### src/rtl/udp_tx_pkg.sv
`default_nettype none

package udp_tx_pkg;

  typedef logic [63:0] word_t;
  typedef logic [7:0] byte_en_t;
  typedef logic [47:0] mac_addr_t;
  typedef logic [31:0] ip_addr_t;
  typedef logic [15:0] udp_port_t;
  typedef logic [15:0] word_count_t; // Payload words in one frame
  typedef logic [15:0] len16_t;
  typedef logic [7:0] arp_addr_t;

  localparam int data_fifo_depth = 256;
  localparam int ctrl_fifo_depth = 16;
  localparam int afull_margin = 8; // Free slots left when almost-full rises

  // Last word only carries the two trailing payload bytes
  localparam byte_en_t byte_en_last = 8'b00000011;

  typedef enum logic [3:0] {
    idle,
    hdr_eth_ucast,
    hdr_eth_mcast,
    hdr_eth_type,
    hdr_ip_len,
    hdr_ip_addr,
    hdr_udp,
    data_first,
    data,
    data_last
  } tx_state_e;

endpackage

`default_nettype wire

### src/rtl/udp_proto_pkg.sv
`default_nettype none

package udp_proto_pkg;

  // Ethernet
  localparam logic [15:0] ethertype_ipv4 = 16'h0800;
  localparam logic [23:0] mcast_mac_prefix = 24'h01005e; // 01:00:5e
  localparam logic [3:0] mcast_ip_nibble = 4'b1110;     // Class D, 224.0.0.0/4

  // IPv4, 20-byte header with no options
  localparam logic [7:0] ip_ver_ihl = 8'h45;
  localparam logic [15:0] ip_flags_dont_frag = 16'h4000;
  localparam logic [7:0] ip_proto_udp = 8'd17;
  localparam logic [7:0] ip_ttl = 8'd1; // Stays on the local segment

  // Header sizes in bytes
  localparam logic [15:0] ip_udp_hdr_bytes = 16'd28;
  localparam logic [15:0] udp_hdr_bytes = 16'd8;

endpackage

`default_nettype wire
### src/rtl/tx_frame_if.sv
`timescale 1ns/10ps
`default_nettype none

interface tx_frame_if;
  import udp_tx_pkg::*;

  word_t word;             // Data FIFO output
  logic word_rd;           // Pop one payload word
  ip_addr_t dest_ip;
  udp_port_t dest_port;
  word_count_t word_count;
  logic frame_ready;       // Head entry valid and no overflow
  logic frame_done;        // Pops the head entry

  modport queue (
    output word, dest_ip, dest_port, word_count, frame_ready,
    input word_rd, frame_done
  );

  modport framer (
    input word, dest_ip, dest_port, word_count, frame_ready,
    output word_rd, frame_done
  );

  modport calc (input dest_ip, word_count);

endinterface

`default_nettype wire

### src/rtl/udp_tx_framer.sv
`timescale 1ns/10ps
`default_nettype none

module udp_tx_framer (
  input logic mac_clk,
  input logic app_rst,
  input logic local_enable,
  input udp_tx_pkg::mac_addr_t local_mac,
  input udp_tx_pkg::ip_addr_t local_ip,
  input udp_tx_pkg::udp_port_t local_port,
  input udp_tx_pkg::mac_addr_t dest_mac,
  input udp_tx_pkg::len16_t ip_length,
  input udp_tx_pkg::len16_t udp_length,
  input udp_tx_pkg::len16_t ip_checksum,
  tx_frame_if.framer frame,
  output udp_tx_pkg::word_t mac_tx_data,
  output udp_tx_pkg::byte_en_t mac_tx_data_valid,
  output logic mac_tx_start,
  input logic mac_tx_ack
);
  import udp_proto_pkg::*;
  import udp_tx_pkg::*;

  tx_state_e state;
  word_count_t rem_words; // Payload words still to pop
  logic gap;
  logic go;
  logic is_mcast;
  logic [15:0] leftover;  // Tail of the previous payload word
  word_t eth_ucast_w;
  word_t eth_mcast_w;
  word_t eth_type_w;
  word_t ip_len_w;
  word_t ip_addr_w;
  word_t udp_w;
  word_t data_first_w;
  word_t data_w;
  word_t data_last_w;

  // Big-endian field order to MAC lanes with lane 0 first on the wire
  function automatic word_t to_lanes(input word_t be);
    word_t le;
    for (int i = 0; i < 8; i++) begin
      le[8*i +: 8] = be[8*(7-i) +: 8];
    end
    return le;
  endfunction

  assign is_mcast = (frame.dest_ip[31:28] == mcast_ip_nibble);
  assign go = frame.frame_ready && local_enable && !gap; // One idle cycle between frames
  assign mac_tx_start = (state == idle) && go;

  assign eth_ucast_w = to_lanes({dest_mac, local_mac[47:32]});
  assign eth_mcast_w = to_lanes({mcast_mac_prefix, 1'b0, frame.dest_ip[22:0],
                                 local_mac[47:32]});
  assign eth_type_w = to_lanes({local_mac[31:0], ethertype_ipv4, ip_ver_ihl, 8'h00});
  assign ip_len_w = to_lanes({ip_length, 16'h0000, ip_flags_dont_frag, ip_ttl,
                              ip_proto_udp});
  assign ip_addr_w = to_lanes({ip_checksum, local_ip, frame.dest_ip[31:16]});
  assign udp_w = to_lanes({frame.dest_ip[15:0], local_port, frame.dest_port, udp_length});
  assign data_first_w = to_lanes({16'h0000, frame.word[63:16]}); // No UDP checksum
  assign data_w = to_lanes({leftover, frame.word[63:16]});
  assign data_last_w = to_lanes({leftover, 48'h0});

  always_comb begin
    mac_tx_data = '0;
    mac_tx_data_valid = '1;
    case (state)
      idle: begin
        mac_tx_data = is_mcast ? eth_mcast_w : eth_ucast_w;
        mac_tx_data_valid = go ? '1 : '0;
      end
      hdr_eth_ucast: mac_tx_data = eth_ucast_w;
      hdr_eth_mcast: mac_tx_data = eth_mcast_w;
      hdr_eth_type: mac_tx_data = eth_type_w;
      hdr_ip_len: mac_tx_data = ip_len_w;
      hdr_ip_addr: mac_tx_data = ip_addr_w;
      hdr_udp: mac_tx_data = udp_w;
      data_first: mac_tx_data = data_first_w;
      data: mac_tx_data = data_w;
      data_last: begin
        mac_tx_data = data_last_w;
        mac_tx_data_valid = byte_en_last;
      end
      default: mac_tx_data_valid = '0;
    endcase
  end

  // First payload word is popped one cycle ahead of data_first
  assign frame.word_rd = (state == hdr_udp) ||
                         ((state == data_first || state == data) && rem_words != '0);
  assign frame.frame_done = (state == data_last);

  always_ff @(posedge mac_clk) begin
    if (app_rst) begin
      state <= idle;
      rem_words <= '0;
      gap <= 1'b0;
    end else begin
      gap <= (state == data_last);
      case (state)
        idle: begin
          if (go) begin
            rem_words <= frame.word_count - 1'b1;
            state <= is_mcast ? hdr_eth_mcast : hdr_eth_ucast;
          end
        end
        hdr_eth_ucast, hdr_eth_mcast: begin
          if (mac_tx_ack) state <= hdr_eth_type; // MAC back-pressure
        end
        hdr_eth_type: state <= hdr_ip_len;
        hdr_ip_len: state <= hdr_ip_addr;
        hdr_ip_addr: state <= hdr_udp;
        hdr_udp: state <= data_first;
        data_first, data: begin
          if (rem_words == '0) begin
            state <= data_last;
          end else begin
            rem_words <= rem_words - 1'b1;
            state <= data;
          end
        end
        data_last: state <= idle;
        default: state <= idle;
      endcase
    end
  end

  always_ff @(posedge mac_clk) begin
    if (state == data_first || state == data) leftover <= frame.word[15:0];
  end

  a_last_mask: assert property (@(posedge mac_clk) disable iff (app_rst)
    (mac_tx_data_valid == byte_en_last) |-> (state == data_last));

  a_no_pop_idle: assert property (@(posedge mac_clk) disable iff (app_rst)
    (state == idle) |-> !frame.word_rd);

endmodule

`default_nettype wire

### src/flat_wrapper.sv
// flat-port wrapper written by rule: the top's interface ports become plain ports
module udp_tx_framer_flat import udp_proto_pkg::*; import udp_tx_pkg::*;
  (mac_clk, app_rst, local_enable, local_mac, local_ip, local_port, dest_mac, ip_length, udp_length, ip_checksum, mac_tx_data, mac_tx_data_valid, mac_tx_start, mac_tx_ack, frame_word, frame_dest_ip, frame_dest_port, frame_word_count, frame_frame_ready, frame_word_rd, frame_frame_done);
  tx_frame_if frame_i ();
  input logic mac_clk;
  input logic app_rst;
  input logic local_enable;
  input udp_tx_pkg::mac_addr_t local_mac;
  input udp_tx_pkg::ip_addr_t local_ip;
  input udp_tx_pkg::udp_port_t local_port;
  input udp_tx_pkg::mac_addr_t dest_mac;
  input udp_tx_pkg::len16_t ip_length;
  input udp_tx_pkg::len16_t udp_length;
  input udp_tx_pkg::len16_t ip_checksum;
  output udp_tx_pkg::word_t mac_tx_data;
  output udp_tx_pkg::byte_en_t mac_tx_data_valid;
  output logic mac_tx_start;
  input logic mac_tx_ack;
  input wire logic [$bits(frame_i.word)-1:0] frame_word;
  input wire logic [$bits(frame_i.dest_ip)-1:0] frame_dest_ip;
  input wire logic [$bits(frame_i.dest_port)-1:0] frame_dest_port;
  input wire logic [$bits(frame_i.word_count)-1:0] frame_word_count;
  input wire logic [$bits(frame_i.frame_ready)-1:0] frame_frame_ready;
  output wire logic [$bits(frame_i.word_rd)-1:0] frame_word_rd;
  output wire logic [$bits(frame_i.frame_done)-1:0] frame_frame_done;
  assign frame_i.word = frame_word;
  assign frame_i.dest_ip = frame_dest_ip;
  assign frame_i.dest_port = frame_dest_port;
  assign frame_i.word_count = frame_word_count;
  assign frame_i.frame_ready = frame_frame_ready;
  assign frame_word_rd = frame_i.word_rd;
  assign frame_frame_done = frame_i.frame_done;
  udp_tx_framer u_core (.mac_clk(mac_clk), .app_rst(app_rst), .local_enable(local_enable), .local_mac(local_mac), .local_ip(local_ip), .local_port(local_port), .dest_mac(dest_mac), .ip_length(ip_length), .udp_length(udp_length), .ip_checksum(ip_checksum), .frame(frame_i), .mac_tx_data(mac_tx_data), .mac_tx_data_valid(mac_tx_data_valid), .mac_tx_start(mac_tx_start), .mac_tx_ack(mac_tx_ack));
endmodule
### config.mk
export PLATFORM = sky130hd
export DESIGN_NAME = udp_tx_framer_flat
export DESIGN_NICKNAME = d
export VERILOG_FILES = /design/src/rtl/udp_tx_pkg.sv /design/src/rtl/udp_proto_pkg.sv /design/src/rtl/tx_frame_if.sv /design/src/rtl/udp_tx_framer.sv /design/src/flat_wrapper.sv
export SDC_FILE = /design/constraint.sdc
export NUM_CORES = 1
export LEC_CHECK = 0
export ABC_AREA = 1
export BUFFER_PORTS_ARGS = -buffer_cell sky130_fd_sc_hd__buf_4
export CORE_AREA = 2 2 155 157
export CTS_CLUSTER_DIAMETER = 80
export DETAILED_ROUTE_END_ITERATION = 10
export DIE_AREA = 0 0 157 159
export SYNTH_ARGS = -nofsm -noshare
export SYNTH_HDL_FRONTEND = slang
export SYNTH_SLANG_ARGS = --single-unit
### constraint.sdc
create_clock -name mac_clk -period 2.8 [get_ports mac_clk]
set_input_delay 0 -clock mac_clk [delete_from_list [all_inputs] [get_ports mac_clk]]
set_output_delay 0 -clock mac_clk [all_outputs]
set_load 0.03 [all_outputs]
# --- Yosys cells after proc, flatten, opt, wreduce, memory -nomap -nowiden ---
# Index checks and enable logic that the tools add are counted.
# Widths: inputs -> output; s select.
totals:
  memories: 0
  latchBits: 0
  regBits: 37
  romBits: 0
  mem_bits_rw: 0
  output_inout_bits: 75
op_classes:
  n_div: 0
  eq_ne: 13
  mux: 12
  shifts: 0
  bitwise: 0
  add_sub_neg: 2
  n_lt_le_gt_ge: 0
  multipliers: 0
  n_reduce_logical: 16
ops:
  columns: ["operator", "n"]
  rows:
  - ["$pmux 64 s10", 1]
  - ["$mux 48", 1]
  - ["$mux 16", 2]
  - ["$pmux 16 s2", 1]
  - ["$sub 16x1->16 const B", 2]
  - ["$pmux 4 s7", 1]
  - ["$pmux 8 s3", 1]
  - ["$eq 4x3->1 const B", 4]
  - ["$logic_not 16->1", 1]
  - ["$reduce_bool 16->1", 1]
  - ["$eq 4x4->1 const B", 3]
  - ["$eq 4x2->1 const B", 2]
  - ["$mux 4", 2]
  - ["$mux 8", 1]
  - ["$reduce_or 8->1", 1]
  - ["$eq 4x1->1 const B", 1]
  - ["$logic_and 1x1->1", 4]
  - ["$logic_not 4->1", 1]
  - ["$ne 2x2->1 const B", 2]
  - ["$reduce_or 2->1", 2]
  - ["$reduce_and 3->1", 1]
  - ["$logic_or 1x1->1", 2]
  - ["$mux 2", 1]
  - ["$ne 2x1->1 const B", 1]
  - ["other kinds (4)", 4]

# --- Depth between registers and ports, before layout ---
logic_depth:
  depth_word: 4
  mapped_depth: 15
  ltp_nobuf: 14

# --- Worst setup path before layout ---
# OpenSTA, ideal clock, no wires.
synth_timing:
  path_type: "register -> register"
  startpoint: "register u_core.state[0]"
  endpoint: "register u_core.leftover[0], enable pin"
  setup_time_ns: 0.386
  t_arrival_ns: 1.591
  synth_period_minus_slack_ns: 1.978
  path_stages_with_launch: 6
  n_path_buf: 2
  slack_ns: 0.822
  cell_sequence: "dfxtp_1 nor2_2 nand2_4 nand2_8 buf_4 clkbuf_1"
synth_between:
  elab_chain_len: 2
  word_cells_on_any_way: 3
synth_rtl:
  columns: ["item", "line_no", "text"]
  rows:
  - ["start, declared", "udp_tx_framer.sv:24", "tx_state_e state;"]
  - ["start signal, assigned", "udp_tx_framer.sv:96", "state <= idle;"]
  - ["start signal, assigned", "udp_tx_framer.sv:105", "state <= is_mcast ? hdr_eth_mcast : hdr_eth_ucast;"]
  - ["start signal, assigned", "udp_tx_framer.sv:109", "if (mac_tx_ack) state <= hdr_eth_type;"]
  - ["$eq 4x3->1 / $eq 4x4->1 (equally long branches)", "udp_tx_framer.sv:130", "if (state == data_first || state == data) leftover <= frame.word[15:0];"]
  - ["$logic_or 1x1->1 *", "udp_tx_framer.sv:130", null]
  - ["end signal, assigned", "udp_tx_framer.sv:130", null]
  - ["end, declared", "udp_tx_framer.sv:29", "logic [15:0] leftover;"]
# Every way passes the cells marked *; elsewhere a longest branch is shown, timed or not.
# A chain may end at the register's enable or synchronous reset.

# --- Final worst setup path ---
layout_timing:
  startpoint: "register u_core.state[3]"
  endpoint: "output port mac_tx_data[47]"
layout_between:
  elab_chain_len: 2
  word_cells_on_any_way: 11
layout_rtl:
  columns: ["item", "line_no", "text"]
  rows:
  - ["$eq 4x4->1, or another cell as far along", "udp_tx_framer.sv:68", "case (state)"]
  - ["$pmux 64 s10 *", "udp_tx_framer.sv:68", null]
  - ["end, declared", "flat_wrapper.sv:15", "output udp_tx_pkg::word_t mac_tx_data;"]
# Marks and branches as above.

==> summary.txt <==
Synth
  – Synthesis-stage register bit count: 37
  – Yosys top cell area share: 23.92%
  – Post-synth EDFFs: 16
  – Leading cell types by count after synthesis: nand2_1, inv_1, nand4_1
  – Post-synthesis sequential area ratio: 20.58%
  – Yosys warns: 0
  – Post-synthesis cell type count: 37
  – FFs w/ async S/R, synth: 0%
  – Cells after Synth: 730
  – Most frequent cell after synthesis: nand2_1
  – Largest cells by area after synthesis: nand2_1, edfxtp_1, dfxtp_1, nand4_1, a21oi_1
  – Syn Std Cell Area: 4378 sq um
  – Leading area contributor after synthesis: nand2_1
  – Syn Area/Cell: 5.997 sq um
  – Post-Syn Nets: 1056
  – Most used flip-flop cell after synthesis: dfxtp_1

Layout
  – Post-route insts no fill: 1442
  – Nets: around 1400
  – Area delta synth->final: 83.77%
  – Layout cells sized above 1: approximately two fifths
  – Register area: 900.9 sq um
  – Layout fillers: 2560
  – Area of the multi-input gates: 2984 sq um
  – Design Area, Final: 8045 sq um

Routing
  – WL final: about 33000 microns
  – Remaining DRCs: 0
  – Vias: 6892
  – Wirelength per Cell: between 20 and 25 microns
  – DR iter-0 viols: 586
  – Antenna-violating nets left: 0
  – Avg Vias per Cell: 4.779
  – Router iterations before antenna repair: 6

Placed design
  – PortBufs: 399
  – Placed insts: 1417
  – Placement Cell Area: 7686 sq um
  – Hpwl dp: 27650 microns
  – Placer Congestion: about 0.94

Floorplanning
  – Die area: 24960 sq um
  – # rows: 56
  – Die Wd: between 150 and 200 microns
  – Die span in y: 159 microns
  – Initial Util: between 10% and 20%
  – Core area: approximately 23000 sq um
  – # IOs: 400

STA
  – Post-route minimum period: 2.608 ns
  – Fin. max-slew vios: 0
  – RSZ-0062 raised after global routing: false
  – Crit share post-route: 93.13%
  – Fin. Hold Viols: 0
  – Fmax achieved: 383.5 MHz
  – Pin slew with the least headroom to its limit: ~0.72 ns
  – Setup TNS: 0 ns
  – Relative slew margins: 51.86%
  – Clk_skew: roughly 0.0073 ns
  – Min Hold Slack: 0.01854 ns
  – Final setup vio count: 0

Critical path
  – Crit path launch type: flip-flop
  – Critical Path RT: about 2.8 ns
  – Arrival time worst endpoint: 2.61 ns
  – Crit. End Element: primary output
  – Setup CP Type: reg2out
  – Crit-path max FO: 30

Clocking
  – Bufs on Longest Clock Path: 2
  – TritonCTS clock tree: done
  – TritonCTS buffer count: 5
  – Clock-pin slew on the worst setup and hold paths: 0.07 ns
  – CTS Root Cell: clkbuf_16
  – Worst skew pair latency: 0.29 ns
  – CTS H-tree depth: 2
  – CTS sink cnt: 37

Power
  – Pwr Density: 589.1 nW/um^2
  – Worst IR drop on VDD: 0.0003686 V
  – Leak Pwr: roughly 0.0040 uW

Global routing
  – GR Overflow Total: 0
  – Total Routing Usage GR: between 20 and 30%
  – Antenna violations before repair: 1
  – Vias in the first global route: 6718
  – Largest net degree at the start of global routing: 64
  – Global-route wire length before repair: 45210 microns

Worst hold path
  – Hold crit path type: in2reg

Job
  – Max-cap viol count: 0

Run status
  – Status: finished clean
-- state kept, by name, summed over array words and instances, names as in the netlist --
name	flops
u_core.leftover	16
u_core.state	4
u_core.rem_words	16
u_core.gap	1
-- logic make-up (layout without fill, tap and decap cells) --
| family | after synthesis | count (layout) | synth area share, % |
|---|---|---|---|
| flops | 37 | 37 | 20.58 |
| simple gates | 457 | 457 | 47.90 |
| fa+ha+maj | 1 | 1 | 0.2858 |
| xor+xnor | 3 | 3 | 0.6003 |
| other cells | 0 | 1 | 0 |
| buf+inv | 109 | 501 | 11.57 |
| compound gates | 123 | 123 | 19.06 |
-- final timing paths --
path	slack (ns)	end	cells after the start	start
max	0.19	mac_tx_data[47]	8	u_core.state[3]$_SDFFE_PP0P_
min	0.02	u_core.state[1]$_SDFFE_PP0P_	2	app_rst
max reg2reg	0.44	u_core.rem_words[6]$_SDFFE_PP0P_	12	u_core.state[0]$_SDFFE_PP0P_
min reg2reg	0.49	u_core.rem_words[0]$_SDFFE_PP0P_	2	u_core.rem_words[0]$_SDFFE_PP0P_
-- per-layer routing --
layer | up-vias | track usage (%) | routed length [microns]
li1 | 3261 | - | -
met1 | 3240 | 32.70 | 13830
met2 | 364 | 40.11 | 14830
met3 | 27 | 8.873 | 3879
met4 | 0 | 4.212 | 574
met5 | - | 0 | 0
-- through the flow --
stage	setup WS, ns	util [%]	total power, uW
final	0.1924	34.69	4740
after global routing	0.03301	34.68	4960
after CTS	0.03654	34.65	4738
after detailed placement	0.3695	33.14	3957
after global placement	0.3692	33.14	3970
after floorplan	0.8224	-	2494
-- repair_timing --
action,in CTS,in global routing
hold buffers,16,0
gates resized for setup,0,3
buffers inserted,0,0
hold endpoints to repair,16,0
endpoints found under the setup margin,0,8
-- final cells by class --
| cell class | count | share of cell area, % |
|---|---|---|
| repair buffers | 430 | 41.40 |
| inverters | 63 | 2.970 |
| diodes | 1 | 0.03110 |
| well taps | 319 | 4.961 |
| clock inverters | 2 | 0.4821 |
| flip-flops and latches | 37 | 11.20 |
| multi-input cells | 584 | 37.09 |
| clock buffers | 6 | 1.866 |
-- worst max-delay path: stages, from the launching register on --
cell	delay, ns
dfxtp_1	0.35
nor2_1	0.34
inv_2	0.12
nor2_1	0.19
o21a_2	0.41
buf_12	0.24
nand2_1	0.08
nand4_1	0.30
buf_4	0.24
-- layout by cell type, fill, tap and decap left out, types with 2 or more instances in the layout --
cell,synthesis,layout
buf_4,9,409
nand2_1,279,279
inv_1,56,54
nand4_1,50,50
nor2_1,49,48
a21oi_1,44,44
nand3_1,36,36
dfxtp_1,21,21
a221oi_1,18,18
a22o_1,17,17
dlygate4sd3_1,0,16
edfxtp_1,16,16
a22oi_1,14,14
o21ai_0,12,12
nand2_2,12,12
nand3b_1,12,12
o2111ai_1,9,9
nor2_4,6,8
inv_2,6,7
clkbuf_16,0,6
buf_12,0,5
o211ai_1,3,3
nand2_4,3,3
xor2_1,3,3
nor2_2,4,3
nor3_1,2,2
nand3_4,2,2
o21ai_1,2,2
-- where the power goes --
group | internal (uW) | switching (uW) | total [uW]
logic | 1190 | 2140 | 3330
registers | 621 | 43.9 | 665
clock network | 479 | 269 | 747
total | 2290 | 2450 | 4740
(Power assumes the default switching activity.)
