==> src/rtl/udp_tx_pkg.sv <==
`default_nettype none

package udp_tx_pkg;

  typedef logic [63:0] word_t;
  typedef logic [7:0] byte_en_t;
  typedef logic [47:0] mac_addr_t;
  typedef logic [31:0] ip_addr_t;
  typedef logic [15:0] udp_port_t;
  typedef logic [15:0] word_count_t; // Payload words in one frame
  typedef logic [15:0] len16_t;
  typedef logic [7:0] arp_addr_t;

  localparam int data_fifo_depth = 256;
  localparam int ctrl_fifo_depth = 16;
  localparam int afull_margin = 8; // Free slots left when almost-full rises

  // Last word only carries the two trailing payload bytes
  localparam byte_en_t byte_en_last = 8'b00000011;

  typedef enum logic [3:0] {
    idle,
    hdr_eth_ucast,
    hdr_eth_mcast,
    hdr_eth_type,
    hdr_ip_len,
    hdr_ip_addr,
    hdr_udp,
    data_first,
    data,
    data_last
  } tx_state_e;

endpackage

`default_nettype wire

==> src/rtl/udp_proto_pkg.sv <==
`default_nettype none

package udp_proto_pkg;

  // Ethernet
  localparam logic [15:0] ethertype_ipv4 = 16'h0800;
  localparam logic [23:0] mcast_mac_prefix = 24'h01005e; // 01:00:5e
  localparam logic [3:0] mcast_ip_nibble = 4'b1110;     // Class D, 224.0.0.0/4

  // IPv4, 20-byte header with no options
  localparam logic [7:0] ip_ver_ihl = 8'h45;
  localparam logic [15:0] ip_flags_dont_frag = 16'h4000;
  localparam logic [7:0] ip_proto_udp = 8'd17;
  localparam logic [7:0] ip_ttl = 8'd1; // Stays on the local segment

  // Header sizes in bytes
  localparam logic [15:0] ip_udp_hdr_bytes = 16'd28;
  localparam logic [15:0] udp_hdr_bytes = 16'd8;

endpackage

`default_nettype wire
==> src/rtl/tx_frame_if.sv <==
`timescale 1ns/10ps
`default_nettype none

interface tx_frame_if;
  import udp_tx_pkg::*;

  word_t word;             // Data FIFO output
  logic word_rd;           // Pop one payload word
  ip_addr_t dest_ip;
  udp_port_t dest_port;
  word_count_t word_count;
  logic frame_ready;       // Head entry valid and no overflow
  logic frame_done;        // Pops the head entry

  modport queue (
    output word, dest_ip, dest_port, word_count, frame_ready,
    input word_rd, frame_done
  );

  modport framer (
    input word, dest_ip, dest_port, word_count, frame_ready,
    output word_rd, frame_done
  );

  modport calc (input dest_ip, word_count);

endinterface

`default_nettype wire

==> src/rtl/ip_header_calc.sv <==
`timescale 1ns/10ps
`default_nettype none

module ip_header_calc (
  input logic mac_clk,
  input logic app_rst,
  input udp_tx_pkg::ip_addr_t local_ip,
  tx_frame_if.calc frame,
  output udp_tx_pkg::len16_t ip_length,
  output udp_tx_pkg::len16_t udp_length,
  output udp_tx_pkg::len16_t ip_checksum
);
  import udp_proto_pkg::*;
  import udp_tx_pkg::*;

  typedef logic [19:0] csum_t; // Room for nine 16-bit terms

  len16_t payload_bytes;
  ip_addr_t dest_ip_q;
  csum_t sum_q;
  logic [16:0] fold1;
  len16_t fold2;

  assign payload_bytes = {frame.word_count[12:0], 3'b000};

  assign fold1 = {1'b0, sum_q[15:0]} + {13'b0, sum_q[19:16]};
  assign fold2 = fold1[15:0] + {15'b0, fold1[16]};

  always_ff @(posedge mac_clk) begin
    if (app_rst) begin
      ip_length <= '0;
      udp_length <= '0;
      dest_ip_q <= '0;
      sum_q <= '0;
      ip_checksum <= '0;
    end else begin
      // Stage 1, lengths
      ip_length <= payload_bytes + ip_udp_hdr_bytes;
      udp_length <= payload_bytes + udp_hdr_bytes;
      dest_ip_q <= frame.dest_ip; // Keeps address in step with length
      // Stage 2, raw sum of the header
      sum_q <= csum_t'({ip_ver_ihl, 8'h00}) +
               csum_t'(ip_length) +
               csum_t'(16'h0000) +            // ID
               csum_t'(ip_flags_dont_frag) +
               csum_t'({ip_ttl, ip_proto_udp}) +
               csum_t'(local_ip[31:16]) +
               csum_t'(local_ip[15:0]) +
               csum_t'(dest_ip_q[31:16]) +
               csum_t'(dest_ip_q[15:0]);
      // Stage 3, end-around carry and invert
      ip_checksum <= ~fold2;
    end
  end

endmodule

`default_nettype wire

==> src/flat_wrapper.sv <==
// flat-port wrapper written by rule: the top's interface ports become plain ports
module ip_header_calc_flat import udp_proto_pkg::*; import udp_tx_pkg::*;
  (mac_clk, app_rst, local_ip, ip_length, udp_length, ip_checksum, frame_dest_ip, frame_word_count);
  tx_frame_if frame_i ();
  input logic mac_clk;
  input logic app_rst;
  input udp_tx_pkg::ip_addr_t local_ip;
  output udp_tx_pkg::len16_t ip_length;
  output udp_tx_pkg::len16_t udp_length;
  output udp_tx_pkg::len16_t ip_checksum;
  input wire logic [$bits(frame_i.dest_ip)-1:0] frame_dest_ip;
  input wire logic [$bits(frame_i.word_count)-1:0] frame_word_count;
  assign frame_i.dest_ip = frame_dest_ip;
  assign frame_i.word_count = frame_word_count;
  ip_header_calc u_core (.mac_clk(mac_clk), .app_rst(app_rst), .local_ip(local_ip), .frame(frame_i), .ip_length(ip_length), .udp_length(udp_length), .ip_checksum(ip_checksum));
endmodule
==> config.mk <==
export PLATFORM = sky130hd
export DESIGN_NAME = ip_header_calc_flat
export DESIGN_NICKNAME = d
export VERILOG_FILES = /design/src/rtl/udp_tx_pkg.sv /design/src/rtl/udp_proto_pkg.sv /design/src/rtl/tx_frame_if.sv /design/src/rtl/ip_header_calc.sv /design/src/flat_wrapper.sv
export SDC_FILE = /design/constraint.sdc
export NUM_CORES = 1
export LEC_CHECK = 0
export BUFFER_PORTS_ARGS = -buffer_cell sky130_fd_sc_hd__buf_2
export CORE_MARGIN = 2
export CORE_UTILIZATION = 50
export DETAILED_ROUTE_END_ITERATION = 10
export PLACE_DENSITY = 0.75
export SLEW_MARGIN = 40
export SYNTH_ARGS = -nofsm -noshare
export SYNTH_HDL_FRONTEND = slang
export SYNTH_SLANG_ARGS = --single-unit
==> constraint.sdc <==
create_clock -name mac_clk -period 10 [get_ports mac_clk]
set_clock_uncertainty 0.2 [all_clocks]
set_input_delay 0.5 -clock mac_clk [delete_from_list [all_inputs] [get_ports mac_clk]]
set_output_delay 0.5 -clock mac_clk [all_outputs]
set_load 0.01 [all_outputs]
After elaboration in Yosys (flattened, before gate mapping)
Cells that the tools add are included.

word-level totals
  register bits = 100
  bits of input ports = 82
  output and inout bits = 48
  word-level logic and storage cells = 17

operators by class
  $add $sub $neg = 11
  bitwise operators = 1

operators by type and width
  operator                number
  $add 20x16->20          4
  $add 20x15->20 const B  1
  $add 20x9->20 const B   1
  $add 15x16->17 const A  1
  $add 16x4->17           1
  $add 16x1->16           1
  $add 16x4->16 const B   1
  $add 16x5->16 const B   1
  $not 16->16             1

Depth between registers and ports, before layout
Gate-level depths: netlist of run 1.

  word-level depth = 7
  mapped depth = 15
  mapped depth without buffers = 15

Worst setup path after synthesis of run 1
OpenSTA, ideal clock, no wires.

  kind = register -> register
  start = reg u_core.ip_length[8]
  end = reg u_core.sum_q[18]
  library setup time = 132 ps
  data arrival time = 4116 ps
  required time = 9668 ps
  setup slack = 5552 ps
  stages on the path, launching flop included = 16
  path buffers = 0
  cells stage by stage = dfxtp_1 > ha_1 > o21ai_0 > xnor2_1 > fa_1 > inv_1 > fa_1 > fa_1 > inv_1 > ha_1 > a21o_1 > a221o_1 > a221o_1 > a41o_1 > a211oi_1 > nor3_1

on the way
  word-level cells in the longest chain between the ends = 7

ends and longest elaborated chain
  element                 line                  source
  from (decl)             ip_header_calc.sv:9   output udp_tx_pkg::len16_t ip_length,
  from (signal assigned)  ip_header_calc.sv:38  ip_length <= payload_bytes + ip_udp_hdr_bytes;
  $add 15x16->17          ip_header_calc.sv:42  sum_q <= csum_t'({ip_ver_ihl, 8'h00}) +
  $add 20x15->20          ip_header_calc.sv:44  csum_t'(16'h0000) +
  $add 20x9->20           ip_header_calc.sv:45  csum_t'(ip_flags_dont_frag) +
  $add 20x16->20          ip_header_calc.sv:46  csum_t'({ip_ttl, ip_proto_udp}) +
  $add 20x16->20          ip_header_calc.sv:47  csum_t'(local_ip[31:16]) +
  $add 20x16->20          ip_header_calc.sv:48  csum_t'(local_ip[15:0]) +
  $add 20x16->20          ip_header_calc.sv:49  csum_t'(dest_ip_q[31:16]) +
  to (signal assigned)    ip_header_calc.sv:42
  to (decl)               ip_header_calc.sv:20  csum_t sum_q;

No other way between the ends.
A chain may end at the register's enable or synchronous reset.

Final worst setup path of run 1
Ends and elaborated chain as after synthesis.

==> results of run 1 <==
## per-layer routing
| layer | track usage | vias to the layer above | routed length (um) |
|---|---|---|---|
| met3 | 0.06042 | 17 | 741 |
| met5 | 0 | - | 0 |
| li1 | - | 2223 | - |
| met1 | 0.2144 | 2107 | 4550 |
| met4 | 0.09218 | 0 | 345 |
| met2 | 0.3527 | 104 | 5867 |
## layout make-up
cell class	instances	area share
clock buffers	13	0.04102
well taps	143	0.02619
clock inverters	3	0.002564
flip-flops and latches	93	0.2725
repair buffers	123	0.09266
multi-input cells	411	0.5085
inverters	103	0.05658
## stage by stage
| stage | hold slack (ns) | worst slack (ns) |
|---|---|---|
| floorplan | 0.3528 | 5.552 |
| finish | 0.1560 | 5.266 |
| detailed placement | 0.4177 | 5.301 |
| CTS | 0.1408 | 5.287 |
| global placement | 0.4161 | 5.322 |
| global route | 0.1534 | 5.055 |
## path summary, 6_finish.rpt
path,from,slack [ns],cells after the start,end
setup / recovery,u_core.ip_length[8]$_SDFF_PP0_,5.27,15,u_core.sum_q[18]$_SDFF_PP0_
hold / removal,frame_dest_ip[22],0.16,2,u_core.dest_ip_q[22]$_SDFF_PP0_
setup reg to reg,u_core.ip_length[8]$_SDFF_PP0_,5.27,15,u_core.sum_q[18]$_SDFF_PP0_
hold reg to reg,u_core.sum_q[16]$_SDFF_PP0_,0.44,3,u_core.ip_checksum[0]$_SDFF_PP0_
## cell usage after synthesis, types with 2 or more instances
| cell type | n |
|---|---|
| sky130_fd_sc_hd__buf_2 | 2 |
| sky130_fd_sc_hd__o31ai_1 | 4 |
| sky130_fd_sc_hd__nor4b_1 | 4 |
| sky130_fd_sc_hd__o21a_1 | 3 |
| sky130_fd_sc_hd__or3_1 | 11 |
| sky130_fd_sc_hd__ha_1 | 43 |
| sky130_fd_sc_hd__mux2i_1 | 2 |
| sky130_fd_sc_hd__nor3_1 | 10 |
| sky130_fd_sc_hd__a211oi_1 | 4 |
| sky130_fd_sc_hd__a31oi_1 | 2 |
| sky130_fd_sc_hd__nor2b_1 | 40 |
| sky130_fd_sc_hd__inv_1 | 103 |
| sky130_fd_sc_hd__and3_1 | 5 |
| sky130_fd_sc_hd__a21boi_0 | 2 |
| sky130_fd_sc_hd__nand2_1 | 25 |
| sky130_fd_sc_hd__buf_1 | 3 |
| sky130_fd_sc_hd__nand3_1 | 10 |
| sky130_fd_sc_hd__clkbuf_1 | 10 |
| sky130_fd_sc_hd__o21ai_0 | 17 |
| sky130_fd_sc_hd__a221o_1 | 2 |
| sky130_fd_sc_hd__xnor2_1 | 33 |
| sky130_fd_sc_hd__o21bai_1 | 3 |
| sky130_fd_sc_hd__and4_1 | 2 |
| sky130_fd_sc_hd__nor3b_1 | 4 |
| sky130_fd_sc_hd__buf_4 | 6 |
| sky130_fd_sc_hd__and2_1 | 3 |
| sky130_fd_sc_hd__nand4_1 | 9 |
| sky130_fd_sc_hd__dfxtp_1 | 93 |
| sky130_fd_sc_hd__xor2_1 | 20 |
| sky130_fd_sc_hd__a21oi_1 | 25 |
| sky130_fd_sc_hd__a21o_1 | 10 |
| sky130_fd_sc_hd__fa_1 | 47 |
| sky130_fd_sc_hd__nor2_1 | 49 |
## registers in the layout, summed over array words and instances (netlist names)
name                cells
u_core.ip_length       13
u_core.sum_q           19
u_core.ip_checksum     16
u_core.udp_length      13
u_core.dest_ip_q       32
## cell families after synthesis
family,Yosys count,share of synthesized area
compound gates,83,0.09600
xor+xnor,53,0.07985
fa+ha+maj,90,0.2544
buf+inv,125,0.08523
flops,93,0.3203
mux,2,0.003444
other cells,1,0.0006451
simple gates,178,0.1601
## worst max-delay path: stages, from the launching register on
cell                       delay [ns]
sky130_fd_sc_hd__dfxtp_1         0.34
sky130_fd_sc_hd__a21oi_1         0.24
sky130_fd_sc_hd__xnor2_1         0.13
sky130_fd_sc_hd__fa_1            0.49
sky130_fd_sc_hd__inv_1           0.06
sky130_fd_sc_hd__fa_1            0.51
sky130_fd_sc_hd__fa_1            0.55
sky130_fd_sc_hd__inv_1           0.05
sky130_fd_sc_hd__ha_1            0.37
sky130_fd_sc_hd__a21o_1          0.21
sky130_fd_sc_hd__a21o_1          0.18
sky130_fd_sc_hd__a221o_1         0.36
sky130_fd_sc_hd__a221o_1         0.32
sky130_fd_sc_hd__a41o_1          0.24
sky130_fd_sc_hd__a211oi_1        0.26
sky130_fd_sc_hd__nor3_1          0.10
## power groups by stage
stage / Combinational, mW / Clock [mW] / Sequential (mW)
4_1_cts: 0.639 / 0.345 / 0.483
3_3_place_gp: 0.611 / 0 / 0.490
3_5_place_dp: 0.635 / 0 / 0.491
6_report: 0.636 / 0.335 / 0.483
5_1_grt: 0.725 / 0.359 / 0.491
2_1_floorplan: 0.490 / 0 / 0.483
==> summary.md, run 1 <==
The run finished with clean final reports. Dividing the detail-routed via count by the number of cells gives 5.007. Once the clock tree was built, the resizer swapped 0 gates to a different size. TritonCTS built the clock tree. Clock share of power: 0.230.

The tool flagged a number of max-cap violations equal to 0. After the last flow step, the layout net total stands at 913. The arrival time of data at the critical path endpoint is 4.76 ns, and the switching share of power is 0.3685. The final standard cell count with taps included and fillers excluded was 889; the number of enable flip-flop cells after synthesis was 0. The number of max-slew violations in the final report came out at 0. The share of final-layout standard cells stronger than drive strength 1 is 0.1930, and the number of global-route vias before repair is 4517. Static timing analysis puts the maximum clock frequency at 0.2113 GHz. In the final routed layout, each cell accounts on average for 12.94 um. The flip-flop and latch count after synthesis is 93.

Worst voltage drop across the vdd grid: 0.0001121 V. For the worst-skew pair, the clock arrives at the later sink with an insertion delay of 0.35 ns. Entering global routing, the biggest net connects 56 pins. The tools report the number of setup buffers added after CTS as 0.

The first detailed-routing pass took 4 iterations. Once detailed placement completed, the half-perimeter wirelength came to 9353 um. For this run, design rule violations remaining after detail routing come to 0. Number of placement rows: 39. For the starting utilization of the core area, the log shows 0.5113.

The multi-input combinational cells in the finished layout cover a total of 3475 um^2. The finished cells cover 6833 um^2. Cell total after placement: 873.

The core region area was 11370 um^2. The average instance area after synthesis was 9.301 um^2; the share of async-settable or async-resettable flops after synthesis was 0. Number of setup violations in the final report: 0. Horizontal die dimension: 111.8 um. After clock tree synthesis, the clock-pin slew on the worst setup and hold paths is 0.06 ns.

Power spread over the standard cell area amounts to 212.8 nW/um^2. The root cell of the clock tree is sky130_fd_sc_hd__clkbuf_16. The total wirelength of the detailed-routed design is 11500 um.

The startpoint class of the critical path was a flip-flop. Type of the most critical hold path: in2reg. 130 I/O pins were placed. The first global-routing pass estimated 20020 um of wire. Of all cell types, the one taking the most synthesized area is sky130_fd_sc_hd__dfxtp_1.

The logs give 141 for the DRC violation total after the first TritonRoute iteration and 9 for the number of CTS-inserted buffers. The initial antenna violation count was 0; the aggregate negative setup slack was 0 ns. The number of H-tree branching levels came out at 3. The top cell types in the final layout, fill and taps aside, are sky130_fd_sc_hd__buf_2, sky130_fd_sc_hd__inv_1, sky130_fd_sc_hd__dfxtp_1, sky130_fd_sc_hd__nor2_1, sky130_fd_sc_hd__fa_1.

The final cycle utilization of the critical path was 0.4734; the area of the die was 12500 um^2. The logs give 4451 for the number of vias in the routed layout and 5813 um^2 for the area of the mapped netlist. The logs give 0.1978 for the global router's overall resource usage and 0.437 for the logic gate share of total power. The internal power of the cells totals 918.0 uW. Counting the fill cells in the layout gives 990. The placed instance area was 6531 um^2. Of all nets on the critical path, the largest fanout is 6. The area growth from synthesis to layout is 17.54%. For the pin with the worst max-slew slack, the measured transition is 0.6705 ns. The number of endpoints with negative hold slack in the final report was 0; the power spent charging and discharging nets was 535.8 uW. The fraction of post-synthesis cell area in the top cell type by area works out to 0.3203.

Setup repair after global routing left no endpoint under its margin. The deepest clock path buffer count was 2. For this design the static power due to leakage is 3.350 nW. The routability congestion estimate from global placement came out at 0.9022. The sequential share of power is 0.333. The sequential cells in the finished layout cover a total of 1862 um^2.

The proportion of synthesized chip area in sequential cells is 0.3203. The floorplan step set the die height to 111.8 um. The remaining global-route overflow was 0; the number of port buffers was 121.

Overall power consumption after layout is estimated at 1.454 mW. For the worst setup path, the data required time is 10.02 ns. The run gives 0.5483 as the relative max-transition margin. In the synthesized netlist, the number of instances is 625. The post-detailed-route count of antenna-violating nets came out at 0.

The minimum clock period was 4.734 ns; the total number of clock tree sinks was 93. The repair_antennas step left the layout with diodes totalling 0. For this design, the CTS-stage hold fixing added 0 buffers.

STA classifies the critical path endpoint as a flip-flop. Kind of critical path: reg2reg. Yosys attributes the largest share of cell area to sky130_fd_sc_hd__dfxtp_1, sky130_fd_sc_hd__fa_1, sky130_fd_sc_hd__ha_1. The commonest non-fill, non-tap cell in the layout is sky130_fd_sc_hd__buf_2. The most instantiated flip-flop cell in the synthesis netlist was sky130_fd_sc_hd__dfxtp_1. The count of synthesis-stage warnings from yosys is 0. The count of cell types in the netlist was 52; the core occupancy in the finished layout was 0.6010.
(Power assumes the default switching activity.)
==> run 2: changes to the inputs <==
--- a/config.mk
+++ b/config.mk
@@ -5,11 +5,12 @@
 export SDC_FILE = /design/constraint.sdc
 export NUM_CORES = 1
 export LEC_CHECK = 0
+export ABC_AREA = 1
 export BUFFER_PORTS_ARGS = -buffer_cell sky130_fd_sc_hd__buf_2
 export CORE_MARGIN = 2
 export CORE_UTILIZATION = 50
 export DETAILED_ROUTE_END_ITERATION = 10
-export PLACE_DENSITY = 0.75
+export PLACE_DENSITY = 0.77
 export SLEW_MARGIN = 40
 export SYNTH_ARGS = -nofsm -noshare
 export SYNTH_HDL_FRONTEND = slang
==> constraint.sdc (replaced) <==
create_clock -name mac_clk -period 3.8 [get_ports mac_clk]
set_clock_uncertainty 0.2 [all_clocks]
set_input_delay 0.19 -clock mac_clk [delete_from_list [all_inputs] [get_ports mac_clk]]
set_output_delay 0.19 -clock mac_clk [all_outputs]
set_load 0.01 [all_outputs]
==> summary.md, run 2 <==
The run finished, with violations left. The checks that failed: negative setup slack. The count of cell types in the netlist came out at 35 (-33%). For the cell-internal power, the log shows 2.613 mW (+180%). After synthesis, the largest family of logic cells by area is adder cells.

Among all cell types in the netlist, the one instantiated most often is sky130_fd_sc_hd__inv_1. The run gives 0.06317 ns (-0.09281 ns) as the worst hold-check slack. For the number of vias in the routed layout, the log shows 5325 (+20%). The cell total after placement is 1065 (+22%), and the global router's overall resource usage is 0.2108 (+0.01296).

The sequential share of power is 0.292 (-0.041). The switching share of power works out to 0.3875 (+0.01901). The placed instance area was 6949 um^2 (+6.4%). The total power divided by cell area is 538.3 nW/um^2 (+150%), and the number of flip-flops in the largest register is 32 (unchanged). The fraction of the mapped netlist area in compound gates was 0.08991 (-0.006084). Aggregate negative setup slack: -0.005055 ns (-0.005055 ns). The library cells used most frequently in the layout, excluding fill and tap cells, are sky130_fd_sc_hd__inv_1, sky130_fd_sc_hd__buf_2, sky130_fd_sc_hd__nand2_1, sky130_fd_sc_hd__nor2_1, sky130_fd_sc_hd__dfxtp_1. Minimum clock period: 3.805 ns (-0.9285 ns). The final cycle utilization of the critical path was 1.001 (+0.5280); the horizontal die dimension was 115.0 um (+2.9%). In this run the clock root is driven by a sky130_fd_sc_hd__clkbuf_16.

The initial antenna violation count was 0 (unchanged). u_core.dest_ip_q holds more flip-flops than any other register. By area the synthesized netlist is led by sky130_fd_sc_hd__dfxtp_1, sky130_fd_sc_hd__fa_1, sky130_fd_sc_hd__inv_1. The total I/O pin count was 130 (unchanged). The number of endpoints with negative hold slack in the final report is 0 (unchanged). The number of nets in the finished design was 1148 (+26%); the post-detailed-route count of antenna-violating nets was 0 (unchanged). The post-synthesis share of cell area spent on and, or, nand and nor gates was 0.2192 (+0.05906); the logic gate share of total power was 0.495 (+0.058). The kind of critical path was reg2reg. The adder-cell share of the synthesized area was 0.2399 (-0.01451); the proportion of synthesized chip area in sequential cells was 0.3020 (-0.01827). The tools report the antenna diode instance count as 0 (unchanged). Type of the most critical hold path: in2reg. The remaining global-route overflow came out at 0 (unchanged). The area overhead of the layout relative to synthesis works out to 28.60%. The run gives 3.89 ns (-0.87 ns) as the arrival time of data at the critical path endpoint. The vertical extent of the die is 115.0 um (+2.9%), and the largest net degree at the start of global routing is 56 (unchanged). The overall power after layout came out at 4.267 mW (+190%). The commonest cells after synthesis are sky130_fd_sc_hd__inv_1, sky130_fd_sc_hd__nand2_1, sky130_fd_sc_hd__nor2_1, sky130_fd_sc_hd__dfxtp_1, sky130_fd_sc_hd__a21oi_1. The largest registers in the layout are u_core.dest_ip_q x32, u_core.sum_q x19, u_core.ip_checksum x16. The post-synthesis share of cell area spent on xor and xnor gates was 0.01421 (-0.06565). The post-route cell area is 7928 um^2 (+16%). The logs give 236 (+67%) for the DRC violation total after the first TritonRoute iteration and 799 (+28%) for the gate count of the mapped netlist. The top fanout value on the critical path is 5 (-1), and the endpoint required time on the critical path is 3.88 ns (-6.14 ns). The share of final-layout standard cells stronger than drive strength 1 came out at 0.2288 (+0.03578). The number of placement rows came out at 40 (+2.6%). The number of setup violations in the final report was 1 (+1). The tools report the first-pass GRT wire length as 22020 um (+10%).

The total number of clock tree sinks is 93 (unchanged), and the core region area is 12010 um^2 (+5.6%). Setup repair after global routing could not meet its margin everywhere. The fraction of post-synthesis cell area in the top cell type by area works out to 0.3020 (-0.01827). The worst voltage drop across the vdd grid came out at 0.0002840 V (+150%).

The library cell used most frequently in the layout, excluding fill and tap cells, is sky130_fd_sc_hd__inv_1. The flip-flop and latch count after synthesis is 93 (unchanged). The static leakage was 4.162 nW (+24%); the routability congestion estimate from global placement was 0.8348 (-7.5%).

The logs give 0 (unchanged) for the count of synthesis-stage warnings from yosys and -0.005055 ns (-5.272 ns) for the post-layout worst setup margin. The deepest clock path buffer count was 2 (unchanged). Average instance area after synthesis: 7.715 um^2 (-17%). The most instantiated flip-flop cell in the synthesis netlist was sky130_fd_sc_hd__dfxtp_1. The number of global-route vias before repair was 5182 (+15%). The number of enable flip-flop cells after synthesis works out to 0 (unchanged). The logs give 0.34 ns (about the same) for the latest clock arrival within the worst-skew pair and 0.5132 (+0.001949) for the starting utilization of the core area. The detail-routed via count per cell works out to 4.729 (-5.5%). STA classifies the critical path startpoint as a flip-flop. The tools report the area of the die as 13230 um^2 (+5.8%).

TritonCTS built the clock tree. The area of the mapped netlist is 6165 um^2 (+6.0%), and the CTS clock-pin slew for the worst setup and hold paths is 0.06 ns (about the same). The transition time at the pin with the least slew margin was 0.5931 ns (-0.07738 ns); the clock share of power was 0.213 (-0.017). The maximum frequency from static timing analysis was 0.2628 GHz (+24%); the power spent charging and discharging nets was 1.654 mW (+210%). The number of CTS-inserted buffers was 9 (unchanged). The leading area contributor after synthesis was sky130_fd_sc_hd__dfxtp_1.

The relative max-transition margin was 0.6046 (+0.05631). The worst setup path is captured at a flip-flop. The average wire length per cell after detail routing was 11.96 um (-7.6%); the final standard cell count with taps included and fillers excluded was 1126 (+27%). The first-pass detailed-route iteration total was 7 (+3); the number of max-slew violations in the final report was 0 (unchanged). The number of port buffers is 121 (unchanged). The tools report the max-cap violation count as 0 (unchanged).

The number of DRC violations after detailed routing is 0 (unchanged), and the share of async-settable or async-resettable flops after synthesis is 0 (unchanged). The tools report the half-perimeter wire length of the detailed placement result as 9515 um (+1.7%). The logs give 13470 um (+17%) for the total wirelength of the detailed-routed design and 3 (unchanged) for the number of H-tree branching levels. The proportion of synthesized area in mux cells came out at 0 (-0.003444).
[run 2: area by class of cell]
type                    instances  area, um^2
well taps                     147       183.9
inverters                     193       724.4
clock inverters                 1       30.03
multi-input cells             500        3699
fillers                       949        4084
flip-flops and latches         93        1867
repair buffers                179        1154
clock buffers                  13       270.3
[run 2: path summary, 6_finish.rpt]
| kind | startpoint | slack [ns] | to | depth (start not counted) |
|---|---|---|---|---|
| worst min-delay path | frame_word_count[1] | 0.06 | u_core.udp_length[5]$_SDFF_PP0_ | 4 |
| worst max-delay path | u_core.ip_length[8]$_SDFF_PP0_ | -0.005 | u_core.sum_q[17]$_SDFF_PP0_ | 17 |
| worst max register to register | u_core.ip_length[8]$_SDFF_PP0_ | -0.005 | u_core.sum_q[17]$_SDFF_PP0_ | 17 |
| worst min register to register | u_core.sum_q[14]$_SDFF_PP0_ | 0.45 | u_core.ip_checksum[14]$_SDFF_PP0_ | 4 |
[run 2: per-stage QoR]
step | setup slack, ns | utilization
6_report | -0.005055 | 0.6600
4_1_cts | -0.02232 | 0.6475
2_1_floorplan | 0.001862 | -
3_3_place_gp | -0.07565 | 0.5785
5_1_grt | -0.1451 | 0.6600
3_5_place_dp | -0.1423 | 0.5785
[run 2: kinds of logic (layout without fill, tap and decap cells)]
kind of cell               after synthesis  after routing
AOI/OAI and AO/OA                      105            105
xor gates and xnor gates                10             10
adders and majority gates               90             90
buffers and inverters                  210            386
DFF                                     93             93
other                                    1              5
and+or+nand+nor                        290            290
[run 2: critical path, cell delays in order (launching register included)]
cell	delay, ns
sky130_fd_sc_hd__dfxtp_2	0.33
sky130_fd_sc_hd__ha_2	0.20
sky130_fd_sc_hd__buf_4	0.15
sky130_fd_sc_hd__o211ai_1	0.22
sky130_fd_sc_hd__xor2_1	0.23
sky130_fd_sc_hd__ha_1	0.28
sky130_fd_sc_hd__fa_1	0.47
sky130_fd_sc_hd__fa_1	0.50
sky130_fd_sc_hd__inv_2	0.05
sky130_fd_sc_hd__ha_4	0.25
sky130_fd_sc_hd__a21o_1	0.19
sky130_fd_sc_hd__a21oi_2	0.13
sky130_fd_sc_hd__o21bai_1	0.09
sky130_fd_sc_hd__a21oi_1	0.14
sky130_fd_sc_hd__nand2_1	0.08
sky130_fd_sc_hd__nand2_1	0.06
sky130_fd_sc_hd__nand2_1	0.05
sky130_fd_sc_hd__nor2_1	0.11
[run 2: what timing repair did]
item / 4_1_cts / 5_1_grt
buffers inserted: 0 / 2
resized for setup: 15 / 38
endpoints found under the hold margin: 53 / 0
setup endpoints to repair: 7 / 10
pin swaps: 11 / 38
hold buffers: 45 / 0
[run 2: layer usage]
layer  vias to the layer above  part of all wire  global-route usage
met2                       135              0.51              0.3784
met4                         0             0.032              0.1060
met3                        28             0.048             0.04481
met1                      2394              0.41              0.2357
met5                         -                 0                   0
li1                       2768                 -                   -
[run 2: power by group through the flow]
stage / sequential [mW] / combinational, mW / clock, mW
2_1_floorplan: 1.28 / 1.25 / 0
3_3_place_gp: 1.26 / 1.70 / 0
3_5_place_dp: 1.27 / 1.73 / 0
4_1_cts: 1.25 / 1.88 / 0.927
5_1_grt: 1.27 / 2.39 / 0.969
6_report: 1.25 / 2.11 / 0.907
==> run 3: changes to the inputs <==
--- a/config.mk
+++ b/config.mk
@@ -7,10 +7,12 @@
 export LEC_CHECK = 0
 export ABC_AREA = 1
 export BUFFER_PORTS_ARGS = -buffer_cell sky130_fd_sc_hd__buf_2
+export CELL_PAD_IN_SITES_DETAIL_PLACEMENT = 0
+export CELL_PAD_IN_SITES_GLOBAL_PLACEMENT = 2
 export CORE_MARGIN = 2
-export CORE_UTILIZATION = 50
+export CORE_UTILIZATION = 32
 export DETAILED_ROUTE_END_ITERATION = 10
-export PLACE_DENSITY = 0.77
+export PLACE_DENSITY_LB_ADDON = 0.1
 export SLEW_MARGIN = 40
 export SYNTH_ARGS = -nofsm -noshare
 export SYNTH_HDL_FRONTEND = slang
==> constraint.sdc (replaced) <==
create_clock -name mac_clk -period 3.9 [get_ports mac_clk]
set_clock_uncertainty 0.2 [all_clocks]
set_input_delay 0.195 -clock mac_clk [delete_from_list [all_inputs] [get_ports mac_clk]]
set_output_delay 0.195 -clock mac_clk [all_outputs]
set_load 0.01 [all_outputs]
==> summary.md, run 3 (same netlist as run 2, synthesis figures left out) <==
The flow ran to the end, and the final reports show no timing, DRC or antenna violations. The tree is rooted in a sky130_fd_sc_hd__clkbuf_16. The vertical extent of the die is 142.8 um (+24%), and the share of final-layout standard cells stronger than drive strength 1 is 0.2455 (+0.01665). The total wirelength of the detailed-routed design came out at 14710 um (+9.2%). In the final layout, the registers with the most flip-flops are u_core.dest_ip_q x32, u_core.sum_q x19, u_core.ip_checksum x16. The tools report the first-pass detailed-route iteration total as 5 (-2). The tools report the startpoint class of the critical path as a flip-flop. The core occupancy in the finished layout was 0.4342 (-0.2258); the area overhead of the layout relative to synthesis was 32.62%.

The average wire length per cell after detail routing was 11.76 um (-1.7%). The horizontal die dimension was 142.8 um (+24%). The first-pass GRT wire length is 24980 um (+13%), and the number of global-route vias before repair is 5508 (+6.3%).

The number of nets in the finished design was 1157 (+0.78%); the detail-routed via count per cell was 4.248 (-10%). The number of flip-flops in the largest register was 32 (unchanged). Number of placement rows: 50 (+25%). The slowest cell on the critical path is sky130_fd_sc_hd__fa_1. The tools report the largest net degree at the start of global routing as 56 (unchanged). Overall power after layout: 4.269 mW (about the same).

The DRC violation total after the first TritonRoute iteration came out at 127 (-46%). The sequential share of power came out at 0.286 (-0.006). The tools report the core region area as 18830 um^2 (+57%). The logs give 0.35 ns (about the same) for the latest clock arrival within the worst-skew pair and 1.760 mW (+6.4%) for the power spent charging and discharging nets.

Clock share of power: 0.200 (-0.013). Setup repair after global routing could not meet its margin everywhere. The post-detailed-route count of antenna-violating nets is 0 (unchanged), and the deepest clock path buffer count is 2 (unchanged). Logic gate share of total power: 0.514 (+0.019). The transition time at the pin with the least slew margin is 0.6434 ns (+0.05030 ns). Cell-internal power: 2.509 mW (-4.0%). The number of setup violations in the final report was 0 (-1). The run gives 130 (unchanged) as the total I/O pin count. Kind of critical path: reg2reg. The logs give 0.0002608 V (-8.2%) for the worst voltage drop across the vdd grid and 0.5710 (-0.03353) for the relative max-transition margin. The tools report the global router's overall resource usage as 0.1538 (-0.05695). Routability congestion estimate from global placement: 0.8375 (+0.32%). The number of endpoints with negative hold slack in the final report came out at 0 (unchanged). The final cycle utilization of the critical path was 0.9647 (-0.03659); the number of CTS-inserted buffers was 9 (unchanged).

The tools report the arrival time of data at the critical path endpoint as 3.84 ns (-0.05 ns). u_core.dest_ip_q holds more flip-flops than any other register. The top fanout value on the critical path came out at 4 (-1). Number of max-slew violations in the final report: 0 (unchanged). Final standard cell count with taps included and fillers excluded: 1251 (+11%). The initial antenna violation count came out at 1 (+1). The total power divided by cell area was 522.2 nW/um^2 (-3.0%); the endpoint required time on the critical path was 3.98 ns (+0.10 ns). The cell total after placement is 1188 (+12%).

For the worst hold-check slack, the log shows 0.05397 ns (-0.009204 ns). The max-cap violation count was 0 (unchanged). The number of H-tree branching levels came out at 3 (unchanged). The aggregate negative setup slack came out at 0 ns (+0.005055 ns). The number of port buffers was 121 (unchanged); the total number of clock tree sinks was 93 (unchanged). The remaining global-route overflow was 0 (unchanged). Starting utilization of the core area: 0.3274 (-0.1859).

STA classifies the critical path endpoint as a flip-flop. The top cell types in the final layout, fill and taps aside, are sky130_fd_sc_hd__inv_1, sky130_fd_sc_hd__buf_2, sky130_fd_sc_hd__nand2_1, sky130_fd_sc_hd__nor2_1, sky130_fd_sc_hd__dfxtp_1. The switching share of power was 0.4122 (+0.02471); the number of vias in the routed layout was 5314 (-0.21%). The run gives 4.203 nW (+0.98%) as the static leakage. The library cell used most frequently in the layout, excluding fill and tap cells, is sky130_fd_sc_hd__inv_1. The number of DRC violations after detailed routing came out at 0 (unchanged). The area of the die was 20390 um^2 (+54%).

The tightest min-delay check is of the in2reg type. The run gives 1983 (+110%) as the number of fillers in the final layout. CTS clock-pin slew for the worst setup and hold paths: 0.07 ns (about the same). The run gives 11770 um (+24%) as the half-perimeter wire length of the detailed placement result. The minimum clock period was 3.762 ns (-0.04258 ns).

TritonCTS built the clock tree. Maximum frequency from static timing analysis: 0.2658 GHz (+1.1%). Walking the worst path, the cells encountered are a21o_1, nand2_2, xor2_2, inv_1, fa_1, inv_1, fa_1, fa_1, inv_1, ha_4, a21oi_2, o21ai_1, a21oi_2, o21ai_2, buf_4, a21oi_1. The biggest cell delay along the critical path works out to 0.54 ns (+0.04 ns).
run 3: changes by cell type in the layout (fill, tap and decap cells not counted), sizes merged:
cell      change
clkinvlp      +3
buf           +9
inv           +3
bufinv        -1
clkbuf        -4
clkinv        +1
diode         +1
run 3: final timing paths:
check | from | to | slack (ns) | cells past startpoint
max | u_core.ip_length[9]$_SDFF_PP0_ | u_core.sum_q[16]$_SDFF_PP0_ | 0.14 | 16
min | frame_word_count[1] | u_core.udp_length[5]$_SDFF_PP0_ | 0.05 | 4
max reg2reg | u_core.ip_length[9]$_SDFF_PP0_ | u_core.sum_q[16]$_SDFF_PP0_ | 0.14 | 16
min reg2reg | u_core.sum_q[0]$_SDFF_PP0_ | u_core.ip_checksum[0]$_SDFF_PP0_ | 0.45 | 3
run 3: layer usage:
layer,up-vias,GRT usage,routed length (um)
met1,2407,0.1842,6573
met3,16,0.03722,675
met4,0,0.03439,204
met5,-,0,0
li1,2779,-,-
met2,112,0.2786,7261
run 3: timing repair:
item	in CTS	in global routing
hold endpoints to repair	52	0
setup endpoints to repair	5	10
hold buffers	45	0
setup buffers	0	1
pin swaps	4	36
resized for setup	11	54
run 3: area by class of cell:
cell class              count  area [um^2]  area share
flip-flops and latches     93         1867      0.2283
diodes                      1        2.502   0.0003061
multi-input cells         500         3752      0.4590
inverters                 193        724.4     0.08861
well taps                 260        325.3     0.03979
clock buffers               9        225.2     0.02755
clock inverters             7        57.56    0.007040
repair buffers            188         1221      0.1494
run 3: worst max-delay path: cells and delay by family, from the launching register on:
kind	cells	cell delay (ns)
adders and majority gates	4	1.74
buffers and inverters	4	0.32
and+or+nand+nor	1	0.09
xor gates and xnor gates	1	0.15
AOI/OAI and AO/OA	6	0.84
DFF	1	0.33
run 3: power groups by stage:
| stage | combinational, mW | sequential, mW | clock [mW] |
|---|---|---|---|
| floorplan | 1.22 | 1.24 | 0 |
| global placement | 1.80 | 1.24 | 0 |
| detailed placement | 1.80 | 1.25 | 0 |
| CTS | 1.90 | 1.22 | 0.893 |
| global route | 2.52 | 1.24 | 0.933 |
| finish | 2.19 | 1.22 | 0.855 |
run 3: per-stage QoR:
stage	setup WS [ns]	area, um^2
5_1_grt	-0.03552	8173
6_report	0.1375	8175
3_3_place_gp	-0.09078	7166
3_5_place_dp	-0.1099	7166
4_1_cts	0.007951	7946
2_1_floorplan	0.08191	6180
